<file path="src/mips_exec_params.svh">
`ifndef MIPS_EXEC_PARAMS_SVH
`define MIPS_EXEC_PARAMS_SVH

`define MIPS_XLEN    32
`define MIPS_REG_AW  5

`define OP_RTYPE     6'h00
`define OP_BEQ       6'h04
`define OP_BNE       6'h05
`define OP_BLEZ      6'h06
`define OP_BGTZ      6'h07
`define OP_ADDIU     6'h09
`define OP_SLTI      6'h0a
`define OP_SLTIU     6'h0b
`define OP_ANDI      6'h0c
`define OP_ORI       6'h0d
`define OP_XORI      6'h0e
`define OP_LUI       6'h0f

`define FN_SLL       6'h00
`define FN_SRL       6'h02
`define FN_SRA       6'h03
`define FN_SLLV      6'h04
`define FN_SRLV      6'h06
`define FN_SRAV      6'h07
`define FN_JR        6'h08
`define FN_MFHI      6'h10
`define FN_MFLO      6'h12
`define FN_MULT      6'h18
`define FN_MULTU     6'h19
`define FN_DIV       6'h1a
`define FN_DIVU      6'h1b
`define FN_ADDU      6'h21
`define FN_SUBU      6'h23
`define FN_AND       6'h24
`define FN_OR        6'h25
`define FN_XOR       6'h26
`define FN_SLT       6'h2a
`define FN_SLTU      6'h2b

`endif

</file>
<file path="src/mips_result_stage.sv">
`timescale 1ns/1ps
`include "mips_exec_params.svh"

module mips_result_stage (
	input  logic                    clk,
	input  logic                    arst_n,
	input  logic                    instr_valid,
	input  logic [`MIPS_XLEN-1:0]   y,
	input  logic [`MIPS_REG_AW-1:0] dest_reg,
	input  logic                    reg_write,
	input  logic                    is_branch,
	input  logic                    is_jump,
	input  logic                    illegal,
	output logic                    result_valid,
	output logic [`MIPS_XLEN-1:0]   result,
	output logic                    zero,
	output logic                    wb_en,
	output logic [`MIPS_REG_AW-1:0] wb_reg,
	output logic                    branch_taken,
	output logic                    jump_reg,
	output logic                    illegal_instr
);

	// Flags pulse for one cycle with result_valid
	always_ff @(posedge clk or negedge arst_n) begin
		if (!arst_n) begin
			result_valid  <= 1'b0;
			zero          <= 1'b0;
			wb_en         <= 1'b0;
			branch_taken  <= 1'b0;
			jump_reg      <= 1'b0;
			illegal_instr <= 1'b0;
		end else begin
			result_valid  <= instr_valid;
			zero          <= instr_valid && (y == '0);
			wb_en         <= instr_valid && reg_write;
			branch_taken  <= instr_valid && is_branch && y[0];	// Taken bit from ALU
			jump_reg      <= instr_valid && is_jump;
			illegal_instr <= instr_valid && illegal;
		end
	end

	// Result and destination hold until the next strobe
	always_ff @(posedge clk or negedge arst_n) begin
		if (!arst_n) begin
			result <= '0;
			wb_reg <= '0;
		end else if (instr_valid) begin
			result <= y;
			wb_reg <= dest_reg;
		end
	end

endmodule

</file>
<file path="config.mk">
export PLATFORM = sky130hd
export DESIGN_NAME = mips_result_stage
export DESIGN_NICKNAME = d
export VERILOG_FILES = /design/src/mips_result_stage.sv
export VERILOG_INCLUDE_DIRS = /design/src
export SDC_FILE = /design/constraint.sdc
export NUM_CORES = 1
export LEC_CHECK = 0
export BUFFER_PORTS_ARGS = -buffer_cell sky130_fd_sc_hd__clkbuf_2
export CORE_MARGIN = 4
export CORE_UTILIZATION = 40
export CTS_CLUSTER_SIZE = 25
export DETAILED_ROUTE_END_ITERATION = 16
export GPL_ROUTABILITY_DRIVEN = 1
export PLACE_DENSITY = 0.77
export SYNTH_ARGS = -nofsm -noshare
export SYNTH_HDL_FRONTEND = slang
export SYNTH_SLANG_ARGS = --single-unit
</file>
<file path="constraint.sdc">
create_clock -name clk -period 0.8 [get_ports clk]
set_input_delay 0.08 -clock clk [delete_from_list [all_inputs] [get_ports clk]]
set_output_delay 0.08 -clock clk [all_outputs]
set_load 0.05 [all_outputs]
</file>
==> results.yml, run 1 <==
outcome:
  status: "finished with violations"
  failed_checks: "setup timing"
worst_hold_path:
  holdCritPathClass: "in -> reg"
  whs_path_depth: 2
  whs_endpoint: "jump_reg$_DFF_PN0_"
  hp-start: "is_jump"
layout:
  finalCoreUtilization_pct: 72.0
  diodes: 0
  syn_to_final_growth_pct: 73.7
  layout-drive-gt1-share_pct: 88.8
  final_nets: 248
  largest_register_ffs: 32
  nFillCells: 251
run:
  drv_cap: 0
critical_path:
  r2r_cells: 2
  timing.rr.end: "result[7]$_DFFE_PN0P_"
  critPathLaunchType: "flip-flop"
  r2r_start: "result[7]$_DFFE_PN0P_"
  cpPeakStageDelay_ns: 0.43
  critPathTopFamily: "flip-flops"
  worstPathCellList: "buf_8"
  cp_max_fo: 2
  cp.required_ns: 0.72
  path_buf_inv: 1
  crit_type: "reg -> out"
  arrival_ns: 0.88
  endpoint_kind: "output port"
  r2r_slack_ns: -0.13
  cpMaxStageDelayCell: "dfrtp_2"
global_route:
  grt_use_total_pct: 16.9
  grt_pass1_vias: 1360
  grt_pass1_wl_um: 6680
  antenna_found_initial: 0
  grt_overflow: 0
  grt_max_degree: 39
synth:
  ys_seq_area_share_pct: 64.9
  syn-num-nets: 145
  synth_cell_types: 13
  synth_edf_count: 0
  synthTopCellsByCount: "43 x dfrtp_1, 37 x mux2_2, 6 x nor4_1, 3 x and2_1, 3 x buf_6"
  syn_inst: 101
  synth.area.top_cells: "dfrtp_1 65%, mux2_2 25%, nor4_1 2.3%, buf_6 2.0%, nor4b_4 1.4%"
  async_reset_ff_share_pct: 100
  netlist_area_um2: 1660
  synth_top_flop_cell: "dfrtp_1"
  synth_top_cell_by_area: "dfrtp_1"
  yosysMostFrequentCell: "dfrtp_1"
  yosysWarnings: 0
  synth.avg_cell_area_um2: 16.4
  synth_seq_cells: 43
  synth_top_area_share_pct: 64.9
route:
  top_layer: "met4"
  wl_per_cell_um: 16.8
  wl_met3_um: 385
  firstDrtPassIters: 4
  ant_nets: 0
  wirelength_met1_um: 1610
  vias: 1231
  wl_um: 4290
  route.met2.wl_um: 2270
  drc: 0
  routed_via_density: 4.83
  drtIter0Drc: 40
timing:
  relSlewSlack_pct: 73.9
  final_max_slew_viol_count: 0
  tightest_slew_ns: 0.388
  finalSetupViolations: 52
  period_share_pct: 121
  min_period_ns: 0.964
  worst_slack_ns: -0.164
  fin_setup_tns_ns: -6.53
  hold_violations: 0
  skew_ns: 0
  fmax_mhz: 1040
  rsz0062_at_grt: "yes"
clock_tree:
  clkTransAtPathRegs_ns: 0.08
  cts_max_level: 2
  cts_root_buf: "clkbuf_8"
  cts_buffer_depth: 2
  cts_tree: "done"
  cts_num_sinks: 43
  numCtsBuffers: 5
  clkLatencyLatePin_ns: 0.29
floorplan:
  die_x_um: 72.4
  start_util_pct: 41.4
  die_h_um: 72.4
  num_rows: 23
  core_um2: 4000
  die_area_um2: 5240
  pin_count: 87
placed_design:
  post-dp-hpwl_um: 2890
  post-place-ws_ns: -0.247
  place.gp.congestion: 0.697
  numPortBuffers: 86
pwr:
  p_clk_share_pct: 27.9
  power.switching_uw: 1940
  power_frac_seq_pct: 41.6
  netSwitchingFraction_pct: 31.1
  p_comb_share_pct: 30.4
  power_leakage_uw: 0.00131
  powerDensity_nw_per_um2: 2170
  peakVddDrop_v: 0.00139
  intPower_uw: 4290
## metrics by stage
| step | cells | power, uW | cell area [um^2] | hold WS [ns] |
|---|---|---|---|---|
| floorplan | 101 | 3520 | 1700 | -0.216 |
| global placement | 242 | 3970 | 2260 | -0.0742 |
| detailed placement | 242 | 3990 | 2260 | -0.0770 |
| CTS | 253 | 6110 | 2790 | 0.0109 |
| global route | 255 | 6480 | 2880 | 0.0000410 |
| finish | 255 | 6230 | 2880 | 0.0139 |
## power by group through the flow
stage | combinational (uW) | clock, uW | sequential [uW]
floorplan | 260 | 0 | 3260
global placement | 1430 | 0 | 2540
finish | 1900 | 1740 | 2600
CTS | 1770 | 1800 | 2540
global route | 1970 | 1880 | 2620
detailed placement | 1440 | 0 | 2550
## cells by family (layout without fill, tap and decap cells)
group	Yosys count	after routing	share of synthesized area (%)
buffers and inverters	5	109	2.79
DFF	43	43	64.9
and+or+nand+nor	16	16	7.17
muxes	37	37	25.1
## final cells by class
cell class              count  area, um^2  share of cell area [%]
clock inverters             2        35.0                    1.22
flip-flops and latches     43        1120                    39.0
clock buffers               6        82.6                    2.87
multi-input cells          53         554                    19.3
well taps                  50        62.6                    2.17
repair buffers            101        1020                    35.5
## worst max-delay path by stage
stage                     cells after the start                    from                    end
after floorplan                               1   result[0]$_DFFE_PN0P_  result[0]$_DFFE_PN0P_
after global placement                        4                    y[9]         zero$_DFF_PN0_
after detailed placement                      4                    y[5]         zero$_DFF_PN0_
after CTS                                     1   result[0]$_DFFE_PN0P_              result[0]
after global routing                          1   result[6]$_DFFE_PN0P_              result[6]
final                                         1  result[16]$_DFFE_PN0P_             result[16]
## timing repair
action / in CTS / in global routing
setup buffers: 0 / 2
resized for setup: 86 / 49
setup endpoints to repair: 43 / 59
hold buffers: 3 / 0
hold endpoints to repair: 45 / 0
## per-layer routing
metal / global-route usage [%] / vias to the layer above
li1: - / 565
met1: 19.2 / 607
met2: 29.4 / 53
met3: 6.51 / 6
met4: 4.92 / 0
met5: 0 / -
## cell usage in the layout (no fill, tap or decap)
cell / instances
clkbuf_2: 43
buf_8: 43
dfrtp_2: 37
mux2_2: 32
buf_4: 8
nor4_1: 6
dfrtp_1: 6
clkbuf_8: 6
mux2_4: 5
and2_1: 3
dlygate4sd3_1: 3
buf_12: 3
nand4_1: 2
nor4b_4: 1
nor2_1: 1
or3_1: 1
nor3_2: 1
and3_1: 1
clkinv_2: 1
bufinv_16: 1
buf_6: 1
(Power assumes the default switching activity.)
==> run 2, diff against run 1 <==
--- a/config.mk
+++ b/config.mk
@@ -6,13 +6,14 @@
 export SDC_FILE = /design/constraint.sdc
 export NUM_CORES = 1
 export LEC_CHECK = 0
+export ABC_AREA = 1
 export BUFFER_PORTS_ARGS = -buffer_cell sky130_fd_sc_hd__clkbuf_2
 export CORE_MARGIN = 4
 export CORE_UTILIZATION = 40
 export CTS_CLUSTER_SIZE = 25
 export DETAILED_ROUTE_END_ITERATION = 16
 export GPL_ROUTABILITY_DRIVEN = 1
-export PLACE_DENSITY = 0.77
+export PLACE_DENSITY = 0.76
 export SYNTH_ARGS = -nofsm -noshare
 export SYNTH_HDL_FRONTEND = slang
 export SYNTH_SLANG_ARGS = --single-unit
==> run 2 against run 1 <==
The run still ends with setup timing left; area after synthesis increased by 3.5%; non-clock buffer count increased by 24; final area increased by 8.6%; final cell count increased by 47%; global-route usage increased by 2.8 points; synthesized cell count increased by 98%; first-iteration DRC count increased by 55%; total power decreased by 2.1%; flip-flop and latch count unchanged; utilization increased by 4.5 points; critical path type unchanged; critical endpoint is now result[10]; highest routed layer unchanged.
==> results.yml, run 2 <==
clock_tree:
  cts_tree: "done"
  numCtsBuffers: 5
  cts_buffer_depth: 2
  cts_max_level: 2
  clkLatencyLatePin_ns: 0.29
  cts_root_buf: "clkbuf_8"
  cts_num_sinks: 43
  clkTransAtPathRegs_ns: 0.08
pwr:
  power_leakage_uw: 0.00162
  powerDensity_nw_per_um2: 1950
  peakVddDrop_v: 0.00125
synth:
  synth_top_flop_cell: "dfrtp_1"
  async_reset_ff_share_pct: 100
  syn_inst: 200
  synth_edf_count: 0
  yosysMostFrequentCell: "nand2_1"
  synthTopCellsByCount: "119 x nand2_1, 43 x dfrtp_1, 20 x nor2_1, 5 x inv_1, 4 x buf_6"
  synth_top_cell_by_area: "dfrtp_1"
  synth_seq_cells: 43
  synth.area.top_cells: "dfrtp_1 63%, nand2_1 26%, nor2_1 4.4%, buf_6 2.6%, inv_1 1.1%"
  synth_top_area_share_pct: 62.7
  ys_seq_area_share_pct: 62.7
  netlist_area_um2: 1720
  yosysWarnings: 0
  synth_cell_types: 12
  synth.avg_cell_area_um2: 8.58
  syn-num-nets: 244
floorplan:
  die_x_um: 73.5
  die_h_um: 73.5
  num_rows: 23
  start_util_pct: 42.0
  die_area_um2: 5400
  core_um2: 4090
  pin_count: 87
timing:
  fmax_mhz: 1040
  skew_ns: 0
  min_period_ns: 0.966
  worst_slack_ns: -0.166
  rsz0062_at_grt: "yes"
  whs_ns: 0.00769
  period_share_pct: 121
  hold_violations: 0
  fin_setup_tns_ns: -6.10
  relSlewSlack_pct: 76.7
  final_max_slew_viol_count: 0
  finalSetupViolations: 43
  tightest_slew_ns: 0.349
global_route:
  grt_max_degree: 44
  grt_overflow: 0
  antenna_found_initial: 0
  grt_pass1_vias: 1805
  grt_pass1_wl_um: 8180
  grt_use_total_pct: 19.6
layout:
  final_area_um2: 3130
  diodes: 0
  multi_input_area_um2: 546
  largest_register_ffs: 32
  mostFrequentLayoutCells: "119 x nand2_1, 43 x clkbuf_2, 43 x buf_8"
  syn_to_final_growth_pct: 82.1
  layout_commonest_cell: "nand2_1"
  nFillCells: 271
  final_cells: 375
  register_area_um2: 1120
  final_nets: 368
  layout-drive-gt1-share_pct: 43.7
critical_path:
  critPathTopFamily: "flip-flops"
  r2r_slack_ns: 0.02
  path_buf_inv: 1
  critPathLaunchType: "flip-flop"
  cp.required_ns: 0.72
  crit_type: "reg -> out"
  worst-path-stages: 1
  cpPeakStageDelay_ns: 0.44
  endpoint_kind: "output port"
  cp_max_fo: 2
  cpMaxStageDelayCell: "dfrtp_2"
  arrival_ns: 0.89
  worstPathCellList: "buf_8"
  r2r_cells: 3
placed_design:
  numPortBuffers: 86
  dpl-instance-area_um2: 2230
  post-place-ws_ns: 0.00113
  dp.cells: 331
  post-dp-hpwl_um: 2910
  place.gp.congestion: 0.809
outcome:
  failed_checks: "setup timing"
  status: "finished with violations"
route:
  drc: 0
  wl_um: 5020
  wl_per_cell_um: 13.4
  firstDrtPassIters: 4
  vias: 1703
  routed_via_density: 4.54
  drtIter0Drc: 62
  ant_nets: 0
run:
  drv_cap: 0
worst_hold_path:
  holdCritPathClass: "in -> reg"
  whs_path_depth: 3
## run 2: what timing repair did
item | 4_1_cts | 5_1_grt
setup endpoints to repair | 43 | 43
cloned | 0 | 0
resized for setup | 86 | 43
endpoints found under the hold margin | 72 | 0
buffers inserted | 0 | 6
hold buffers | 30 | 0
## run 2: kinds of logic after synthesis
family	share of synthesized area, %
DFF	62.7
buffers and inverters	5.54
and+or+nand+nor	31.3
AOI/OAI and AO/OA	0.437
## run 2: through the flow
stage / power (uW) / util [%]
floorplan: 3400 / -
global placement: 3790 / 54.7
detailed placement: 3810 / 54.7
CTS: 5980 / 74.1
global route: 6370 / 76.5
finish: 6100 / 76.5
## run 2: report_power, final
part	switching (uW)	internal (uW)
Combinational	1030	793
Clock	720	1010
Sequential	173	2380
Total	1920	4190
## run 2: metal layers
metal / vias up / GRT usage (%) / wire length [um]
met1: 780 / 21.6 / 1840
met2: 78 / 36.6 / 2680
li1: 839 / - / -
met3: 6 / 5.75 / 428
met4: 0 / 4.63 / 70
met5: - / 0 / 0
## run 2: worst paths after layout
path | start | end
hold reg to reg | result[24]$_DFFE_PN0P_ | result[24]$_DFFE_PN0P_
max in group asynchronous | arst_n | result[12]$_DFFE_PN0P_
hold / removal | y[8] | result[8]$_DFFE_PN0P_
min in group asynchronous | arst_n | result[17]$_DFFE_PN0P_
setup reg to reg | result[17]$_DFFE_PN0P_ | result[17]$_DFFE_PN0P_
setup / recovery | result[10]$_DFFE_PN0P_ | result[10]
## run 2: final cells by class
class	count	share of cell area, %
Clock inverter	2	1.12
Tap cell	50	2.00
Sequential cell	43	35.9
Inverter	6	0.800
Timing Repair Buffer	125	40.1
Multi-Input combinational cell	143	17.4
Clock buffer	6	2.64
## run 2: tightest hold or removal path: cells and delay by family
kind,cells,cell delay (ns)
simple gates,2,0.10
buf+inv,1,0.09
