==> src/mips_exec_params.svh <==
`ifndef MIPS_EXEC_PARAMS_SVH
`define MIPS_EXEC_PARAMS_SVH

`define MIPS_XLEN    32
`define MIPS_REG_AW  5

`define OP_RTYPE     6'h00
`define OP_BEQ       6'h04
`define OP_BNE       6'h05
`define OP_BLEZ      6'h06
`define OP_BGTZ      6'h07
`define OP_ADDIU     6'h09
`define OP_SLTI      6'h0a
`define OP_SLTIU     6'h0b
`define OP_ANDI      6'h0c
`define OP_ORI       6'h0d
`define OP_XORI      6'h0e
`define OP_LUI       6'h0f

`define FN_SLL       6'h00
`define FN_SRL       6'h02
`define FN_SRA       6'h03
`define FN_SLLV      6'h04
`define FN_SRLV      6'h06
`define FN_SRAV      6'h07
`define FN_JR        6'h08
`define FN_MFHI      6'h10
`define FN_MFLO      6'h12
`define FN_MULT      6'h18
`define FN_MULTU     6'h19
`define FN_DIV       6'h1a
`define FN_DIVU      6'h1b
`define FN_ADDU      6'h21
`define FN_SUBU      6'h23
`define FN_AND       6'h24
`define FN_OR        6'h25
`define FN_XOR       6'h26
`define FN_SLT       6'h2a
`define FN_SLTU      6'h2b

`endif

==> src/mips_exec_pkg.sv <==
`include "mips_exec_params.svh"

package mips_exec_pkg;

	typedef enum logic [4:0] {
		ALU_AND    = 5'd0,
		ALU_OR     = 5'd1,
		ALU_XOR    = 5'd2,
		ALU_ADD    = 5'd3,
		ALU_SUB    = 5'd4,
		ALU_SLT    = 5'd5,	// Signed compare
		ALU_SLTU   = 5'd6,
		ALU_SLL    = 5'd7,
		ALU_SRL    = 5'd8,
		ALU_SRA    = 5'd9,
		ALU_LUI    = 5'd10,
		ALU_PASS_A = 5'd11,	// JR target out on y
		ALU_MFHI   = 5'd12,
		ALU_MFLO   = 5'd13,
		ALU_BEQ    = 5'd14,	// Branch ops return taken in bit 0
		ALU_BNE    = 5'd15,
		ALU_BLEZ   = 5'd16,
		ALU_BGTZ   = 5'd17
	} alu_op_t;

	typedef enum logic [2:0] {
		HILO_NONE  = 3'd0,
		HILO_MULT  = 3'd1,
		HILO_MULTU = 3'd2,
		HILO_DIV   = 3'd3,
		HILO_DIVU  = 3'd4
	} hilo_op_t;

	typedef struct packed {
		logic [5:0]              opcode;
		logic [`MIPS_REG_AW-1:0] rs;
		logic [`MIPS_REG_AW-1:0] rt;
		logic [`MIPS_REG_AW-1:0] rd;
		logic [4:0]              shamt;
		logic [5:0]              funct;
	} rtype_t;

	typedef struct packed {
		logic [5:0]              opcode;
		logic [`MIPS_REG_AW-1:0] rs;
		logic [`MIPS_REG_AW-1:0] rt;
		logic [15:0]             imm;
	} itype_t;

	// One instruction word, two field layouts
	typedef union packed {
		rtype_t r;
		itype_t i;
	} instr_u;

endpackage

==> src/mips_decoder.sv <==
`timescale 1ns/1ps
`include "mips_exec_params.svh"

module mips_decoder import mips_exec_pkg::*; (
	input  logic                    instr_valid,
	input  instr_u                  instr,
	input  logic [`MIPS_XLEN-1:0]   rs_val,
	input  logic [`MIPS_XLEN-1:0]   rt_val,
	output alu_op_t                 alu_op,
	output logic [`MIPS_XLEN-1:0]   a_val,
	output logic [`MIPS_XLEN-1:0]   b_val,
	output logic [4:0]              shamt,
	output hilo_op_t                hilo_op,
	output logic [`MIPS_REG_AW-1:0] dest_reg,
	output logic                    reg_write,
	output logic                    is_branch,
	output logic                    is_jump,
	output logic                    illegal
);

	logic [`MIPS_XLEN-1:0] imm_sext;
	logic [`MIPS_XLEN-1:0] imm_zext;
	logic                  shift_op;	// R-type shift, A comes from rt
	logic                  var_shift;	// Shift amount from rs
	hilo_op_t              hop;

	assign imm_sext = {{(`MIPS_XLEN-16){instr.i.imm[15]}}, instr.i.imm};
	assign imm_zext = {{(`MIPS_XLEN-16){1'b0}}, instr.i.imm};

	always_comb begin
		alu_op    = ALU_AND;
		b_val     = rt_val;
		hop       = HILO_NONE;
		dest_reg  = instr.i.rt;
		reg_write = 1'b1;
		is_branch = 1'b0;
		is_jump   = 1'b0;
		illegal   = 1'b0;
		shift_op  = 1'b0;
		var_shift = 1'b0;

		if (instr.r.opcode == `OP_RTYPE) begin
			dest_reg = instr.r.rd;
			case (instr.r.funct)
				`FN_SLL,
				`FN_SLLV: alu_op = ALU_SLL;
				`FN_SRL,
				`FN_SRLV: alu_op = ALU_SRL;
				`FN_SRA,
				`FN_SRAV: alu_op = ALU_SRA;
				`FN_JR: begin
					alu_op    = ALU_PASS_A;
					is_jump   = 1'b1;
					reg_write = 1'b0;
				end
				`FN_MFHI: alu_op = ALU_MFHI;
				`FN_MFLO: alu_op = ALU_MFLO;
				`FN_MULT:  hop = HILO_MULT;
				`FN_MULTU: hop = HILO_MULTU;
				`FN_DIV:   hop = HILO_DIV;
				`FN_DIVU:  hop = HILO_DIVU;
				`FN_ADDU: alu_op = ALU_ADD;
				`FN_SUBU: alu_op = ALU_SUB;
				`FN_AND:  alu_op = ALU_AND;
				`FN_OR:   alu_op = ALU_OR;
				`FN_XOR:  alu_op = ALU_XOR;
				`FN_SLT:  alu_op = ALU_SLT;
				`FN_SLTU: alu_op = ALU_SLTU;
				default:  illegal = 1'b1;
			endcase
			shift_op  = (instr.r.funct[5:3] == 3'b000) && !illegal;	// Funct 0x00..0x07
			var_shift = instr.r.funct[2];
			if (hop != HILO_NONE)
				reg_write = 1'b0;	// HI/LO only, no GPR write
		end else begin
			case (instr.i.opcode)
				`OP_ADDIU: begin
					alu_op = ALU_ADD;
					b_val  = imm_sext;
				end
				`OP_SLTI: begin
					alu_op = ALU_SLT;
					b_val  = imm_sext;
				end
				`OP_SLTIU: begin
					alu_op = ALU_SLTU;
					b_val  = imm_sext;	// Sign extended, then compared unsigned
				end
				`OP_ANDI: begin
					alu_op = ALU_AND;
					b_val  = imm_zext;
				end
				`OP_ORI: begin
					alu_op = ALU_OR;
					b_val  = imm_zext;
				end
				`OP_XORI: begin
					alu_op = ALU_XOR;
					b_val  = imm_zext;
				end
				`OP_LUI: begin
					alu_op = ALU_LUI;
					b_val  = imm_zext;	// Raw immediate, ALU moves it up
				end
				`OP_BEQ:  alu_op = ALU_BEQ;
				`OP_BNE:  alu_op = ALU_BNE;
				`OP_BLEZ: alu_op = ALU_BLEZ;
				`OP_BGTZ: alu_op = ALU_BGTZ;
				default:  illegal = 1'b1;
			endcase
			if (instr.i.opcode[5:2] == 4'b0001 && !illegal) begin
				is_branch = 1'b1;
				reg_write = 1'b0;
			end
		end

		if (illegal)
			reg_write = 1'b0;
	end

	assign a_val   = shift_op ? rt_val : rs_val;
	assign shamt   = var_shift ? rs_val[4:0] : instr.r.shamt;
	assign hilo_op = instr_valid ? hop : HILO_NONE;	// Idle cycles never touch HI/LO

endmodule

==> config.mk <==
export PLATFORM = sky130hd
export DESIGN_NAME = mips_decoder
export DESIGN_NICKNAME = d
export VERILOG_FILES = /design/src/mips_exec_pkg.sv /design/src/mips_decoder.sv
export VERILOG_INCLUDE_DIRS = /design/src
export SDC_FILE = /design/constraint.sdc
export NUM_CORES = 1
export LEC_CHECK = 0
export BUFFER_PORTS_ARGS = -buffer_cell sky130_fd_sc_hd__buf_4
export CAP_MARGIN = 40
export CORE_ASPECT_RATIO = 0.6
export CORE_UTILIZATION = 38
export DETAILED_ROUTE_END_ITERATION = 8
export PLACE_DENSITY_LB_ADDON = 0.3
export SLEW_MARGIN = 20
export SYNTH_ARGS = -nofsm -noshare
export SYNTH_HDL_FRONTEND = slang
export SYNTH_SLANG_ARGS = --single-unit
export TNS_END_PERCENT = 5
==> constraint.sdc <==
create_clock -name vclk -period 4.1
set_clock_uncertainty 0.15 [all_clocks]
set_input_delay 0.205 -clock vclk [all_inputs]
set_output_delay 0.205 -clock vclk [all_outputs]
set_load 0.05 [all_outputs]
==> flow_metrics.env, run 1 <==
export IMPL_outcome="complete, no violations"
export IMPL_synth_mux_area_share_pct=43.50
export IMPL_p_leak_nw=1.549
export IMPL_area_growth_syn_to_layout_pct=81.62
export IMPL_synth_simple_area_share_pct=23.93
export IMPL_grtUsageMet3_pct=4.286
export IMPL_grt_pass1_wl_mm=9.804
export IMPL_grt_ovfl_total=0
export IMPL_ys_types=43
export IMPL_final_nets=459
export IMPL_synth_xor_area_share_pct=1.109
export IMPL_drv_slew=0
export IMPL_syn_num_nets=295
export IMPL_vias=2161
export IMPL_worstPathCellList="buf_4 -> or3_4 -> or3_1 -> nor2_8 -> mux2_2 -> buf_4"
export IMPL_diodes=0
export IMPL_fin_util_pct=74.90
export IMPL_maxSlewHeadroom_pct=51.68
export IMPL_grt_max_degree=33
export IMPL_pre_cts_ws_ns=1.160
export IMPL_nFlopsAndLatches=0
export IMPL_period_share_pct=71.39
export IMPL_post_cts_resized=0
export IMPL_remaining_drc_errors=0
export IMPL_io_pins=183
export IMPL_cts_hold_repair_buffers=0
export IMPL_start_util_pct=41.24
export IMPL_yosys_warnings=0
export IMPL_die_w_um=85.22
export IMPL_io_buffers=178
export IMPL_cp_common_cell="buf_4"
export IMPL_post_route_min_period_ns=2.927
export IMPL_hold_depth=4
export IMPL_p_per_area_mw_per_mm2=153.8
export IMPL_top_usage_layer="met2"
export IMPL_finalSetupTns_ns=0
export IMPL_drt_first_pass_iters=4
export IMPL_critPathTopFamily="simple AND/OR/NAND/NOR gates"
export IMPL_finalPower_mw=0.4412
export IMPL_max_slew_worst_pin_slew_ns=0.7248
export IMPL_hpwl_mm=5.424
export IMPL_grt_met2_usage_pct=54.97
export IMPL_hold_class="in -> out"
export IMPL_yosys_top_cells_count="mux2_4 (30), nand2_1 (26), mux2_2 (21)"
export IMPL_yosys_area_top_type="mux2_4"
export IMPL_crit_path_start_kind="input pin"
export IMPL_drive_gt1_share_pct=65.83
export IMPL_seq_area_um2=0
export IMPL_stdcell_count=407
export IMPL_antenna_found_initial=0
export IMPL_path_depth=6
export IMPL_nFillCells=295
export IMPL_synth_top_area_share_pct=28.53
export IMPL_cpPeakStageDelay_ns=0.65
export IMPL_num_rows=17
export IMPL_syn_inst=198
export IMPL_synth_most_common_cell="mux2_4"
export IMPL_endpoint_kind="output port"
export IMPL_grt_pass1_vias=2019
export IMPL_fin_ws_ns=1.173
export IMPL_wl_per_cell_um=16.04
export IMPL_finalHoldViolations=0
export IMPL_synth_compound_area_share_pct=22.11
export IMPL_grt_use_total_pct=28.00
export IMPL_arrival_ns=2.57
export IMPL_fmax_mhz=341.7
export IMPL_setup_viol=0
export IMPL_via_per_inst=5.310
export IMPL_ys_top_cells_by_area="mux2_4 (29%), mux2_2 (15%), a21o_1 (7.6%)"
export IMPL_avgSynthCellArea_um2=7.975
export IMPL_grt_use_met1_pct=33.30
export IMPL_coreArea_mm2=0.003829
export IMPL_critPathSlowestCell="nor2_8"
export IMPL_rsz0062_at_grt="no"
export IMPL_yosysSeqAreaShare_pct=0
export IMPL_critPathMaxFanout=32
export IMPL_synth_top_family_by_area="multiplexers"
export IMPL_gp_congestion=0.9401
export IMPL_postRouteAntennaNets=0
export IMPL_synth_fa_ha_area_share_pct=0
export IMPL_post_cts_buffers=0
export IMPL_die_y_um=51.93
export IMPL_required_ns=3.74
export IMPL_dieArea_mm2=0.004425
export IMPL_ir_drop_mv=0.1110
export IMPL_clockBufferCount=0
export IMPL_drt_wl_total_mm=6.528
export IMPL_syn_area_mm2=0.001579
export IMPL_max_cap_violations=0
export IMPL_drt_initial_drc_count=105
export IMPL_criticalPathCategory="in -> out"
export IMPL_worst_path_buf_inv=2
export IMPL_placed_cells=407
[metal layers]
layer	up-vias	wire (um)
met5	-	0
met4	0	93
met3	10	584
met2	118	3222
met1	980	2627
li1	1053	-
[logic make-up after synthesis]
group | Yosys count
and+or+nand+nor | 73
muxes | 51
AOI/OAI and AO/OA | 50
buffers and inverters | 22
xor gates and xnor gates | 2
[power breakdown]
part	total, mW	internal (mW)	switching, mW
Sequential	0	0	0
Combinational	0.441	0.174	0.267
Clock	0	0	0
Total	0.441	0.174	0.267
[layout by cell type, fill, tap and decap left out, types with 2 or more instances in the layout]
master / n
a21o_1: 16
a21oi_1: 8
a22oi_1: 2
and3_1: 2
buf_4: 180
inv_1: 3
mux2_2: 21
mux2_4: 30
nand2_1: 26
nand2b_1: 4
nand3_1: 6
nor2_1: 13
nor2b_1: 6
nor3_1: 5
o21ai_0: 8
o221ai_1: 2
o22ai_1: 3
o31ai_1: 2
or2_2: 2
[metrics by stage]
step / hold slack (ns) / area (um2)
after floorplan: 0.4824 / 1579
after global placement: 0.6086 / 2853
after detailed placement: 0.6163 / 2868
after CTS: 0.6165 / 2868
after global routing: 0.6280 / 2868
final: 0.6119 / 2868
[area by class of cell]
type | instances | area (um2) | share of cell area, %
Multi-Input combinational cell | 176 | 1431 | 49.91
Timing Repair Buffer | 181 | 1366 | 47.64
Tap cell | 47 | 58.81 | 2.051
Inverter | 3 | 11.26 | 0.3927
[final timing paths]
path,from,to,slack (ns)
worst min-delay path,instr[20],dest_reg[4],0.61
worst max-delay path,instr[26],a_val[0],1.17
Note: power is estimated with default switching activity, not from simulation.
==> run 2, diff against run 1 <==
--- a/config.mk
+++ b/config.mk
@@ -6,10 +6,11 @@
 export SDC_FILE = /design/constraint.sdc
 export NUM_CORES = 1
 export LEC_CHECK = 0
+export ABC_AREA = 1
 export BUFFER_PORTS_ARGS = -buffer_cell sky130_fd_sc_hd__buf_4
 export CAP_MARGIN = 40
 export CORE_ASPECT_RATIO = 0.6
-export CORE_UTILIZATION = 38
+export CORE_UTILIZATION = 35
 export DETAILED_ROUTE_END_ITERATION = 8
 export PLACE_DENSITY_LB_ADDON = 0.3
 export SLEW_MARGIN = 20
==> constraint.sdc (replaced) <==
create_clock -name vclk -period 2.85
set_clock_uncertainty 0.15 [all_clocks]
set_input_delay 0.1425 -clock vclk [all_inputs]
set_output_delay 0.1425 -clock vclk [all_outputs]
set_load 0.05 [all_outputs]
==> flow_metrics.env, run 2 <==
export IMPL_num_rows=18
export IMPL_grt_pass1_vias=2152
export IMPL_synth_most_common_cell="nand2_1"
export IMPL_syn_inst=286
export IMPL_seq_area_um2=0
export IMPL_setup_viol=0
export IMPL_fin_util_pct=68.88
export IMPL_criticalPathCategory="in -> out"
export IMPL_hold_depth=4
export IMPL_maxSlewHeadroom_pct=69.98
export IMPL_postPlaceCellArea_mm2=0.002885
export IMPL_remaining_drc_errors=0
export IMPL_final_area_mm2=0.002885
export IMPL_outcome="complete, no violations"
export IMPL_p_per_area_mw_per_mm2=219.5
export IMPL_area_growth_syn_to_layout_pct=85.22
export IMPL_coreArea_mm2=0.004189
export IMPL_period_share_pct=70.38
export IMPL_io_buffers=178
export IMPL_final_nets=552
export IMPL_critPathMaxFanout=33
export IMPL_postRouteAntennaNets=0
export IMPL_finalHoldViolations=0
export IMPL_finalSetupTns_ns=0
export IMPL_drive_gt1_share_pct=53.64
export IMPL_synth_top_area_share_pct=22.49
export IMPL_fmax_mhz=498.6
export IMPL_hold_class="in -> out"
export IMPL_yosys_warnings=0
export IMPL_post_cts_buffers=0
export IMPL_rsz0062_at_grt="no"
export IMPL_yosys_area_top_type="o21ai_2"
export IMPL_wl_met1_mm=2.356
export IMPL_nFlopsAndLatches=0
export IMPL_final_common_cell="buf_4"
export IMPL_mostFrequentLayoutCells="buf_4 (179), nand2_1 (87), inv_1 (42), o21ai_2 (40)"
export IMPL_yosysSeqAreaShare_pct=0
export IMPL_hpwl_mm=5.249
export IMPL_syn_area_mm2=0.001558
export IMPL_pre_cts_ws_ns=0.8674
export IMPL_top_layer="met4"
export IMPL_endpoint_kind="output port"
export IMPL_drt_first_pass_iters=7
export IMPL_post_route_min_period_ns=2.006
export IMPL_arrival_ns=1.71
export IMPL_dieArea_mm2=0.004730
export IMPL_ys_top_cells_by_area="o21ai_2 (22%), nand2_1 (21%), inv_1 (10%)"
export IMPL_required_ns=2.56
export IMPL_clockBufferCount=0
export IMPL_ir_drop_mv=0.1681
export IMPL_io_pins=183
export IMPL_max_cap_violations=0
export IMPL_route_met3_wl_um=715
export IMPL_cts_hold_repair_buffers=0
export IMPL_crit_path_start_kind="input pin"
export IMPL_wl_met2_mm=3.165
export IMPL_die_y_um=53.68
export IMPL_yosys_top_cells_count="nand2_1 (87), inv_1 (42), o21ai_2 (40)"
export IMPL_antenna_found_initial=0
export IMPL_whs_ns=0.4861
export IMPL_gp_congestion=0.8630
export IMPL_grt_use_total_pct=24.22
export IMPL_start_util_pct=37.19
export IMPL_drt_initial_drc_count=63
export IMPL_vias=2474
export IMPL_grt_ovfl_total=0
export IMPL_multiInputGateArea_mm2=0.001239
export IMPL_syn_num_nets=383
export IMPL_via_per_inst=4.823
export IMPL_drt_wl_total_mm=6.313
export IMPL_diodes=0
export IMPL_fin_ws_ns=0.8443
export IMPL_post_cts_resized=0
export IMPL_p_leak_nw=1.685
export IMPL_grt_max_degree=43
export IMPL_avgSynthCellArea_um2=5.447
export IMPL_wl_per_cell_um=12.31
export IMPL_grt_pass1_wl_mm=9.149
export IMPL_ys_types=28
export IMPL_nFillCells=388
export IMPL_drv_slew=0
export IMPL_die_w_um=88.13
export IMPL_max_slew_worst_pin_slew_ns=0.4492
run 2: logic make-up (layout without fill, tap and decap cells):
group           after synthesis  after routing  share of synthesized area, %
simple gates                144            144                         41.53
compound gates               73             73                         34.38
buf+inv                      64            231                         20.48
mux                           5              5                         3.614
run 2: per-layer routing:
metal	up-vias	track usage (%)
met3	10	5.368
met1	1086	25.20
li1	1248	-
met5	-	0
met4	0	5.108
met2	130	50.65
run 2: power breakdown:
group / leakage [nW] / switching (mW) / internal [mW]
clock: 0 / 0 / 0
sequential: 0 / 0 / 0
combinational: 1.68 / 0.412 / 0.221
total: 1.68 / 0.412 / 0.221
run 2: worst max-delay path, cell delays in order:
cell     delay [ns]
buf_4          0.12
nor2_4         0.18
nand3_2        0.13
a21oi_2        0.19
inv_2          0.06
nand2_2        0.26
buf_12         0.24
nand2_1        0.06
o21ai_0        0.09
buf_4          0.23
run 2: final timing paths:
kind / end / from / slack [ns]
max: b_val[15] / instr[31] / 0.84
min: dest_reg[4] / instr[20] / 0.49
run 2: per-stage QoR:
stage / power (mW) / instances
CTS: 0.6345 / 513
finish: 0.6333 / 513
global route: 0.6670 / 513
global placement: 0.6266 / 513
detailed placement: 0.6327 / 513
floorplan: 0.3934 / 286
run 2: final cells by class:
type | instances | area share, %
Timing Repair Buffer | 181 | 47.96
Multi-Input combinational cell | 222 | 42.93
Inverter | 50 | 6.505
Tap cell | 60 | 2.602
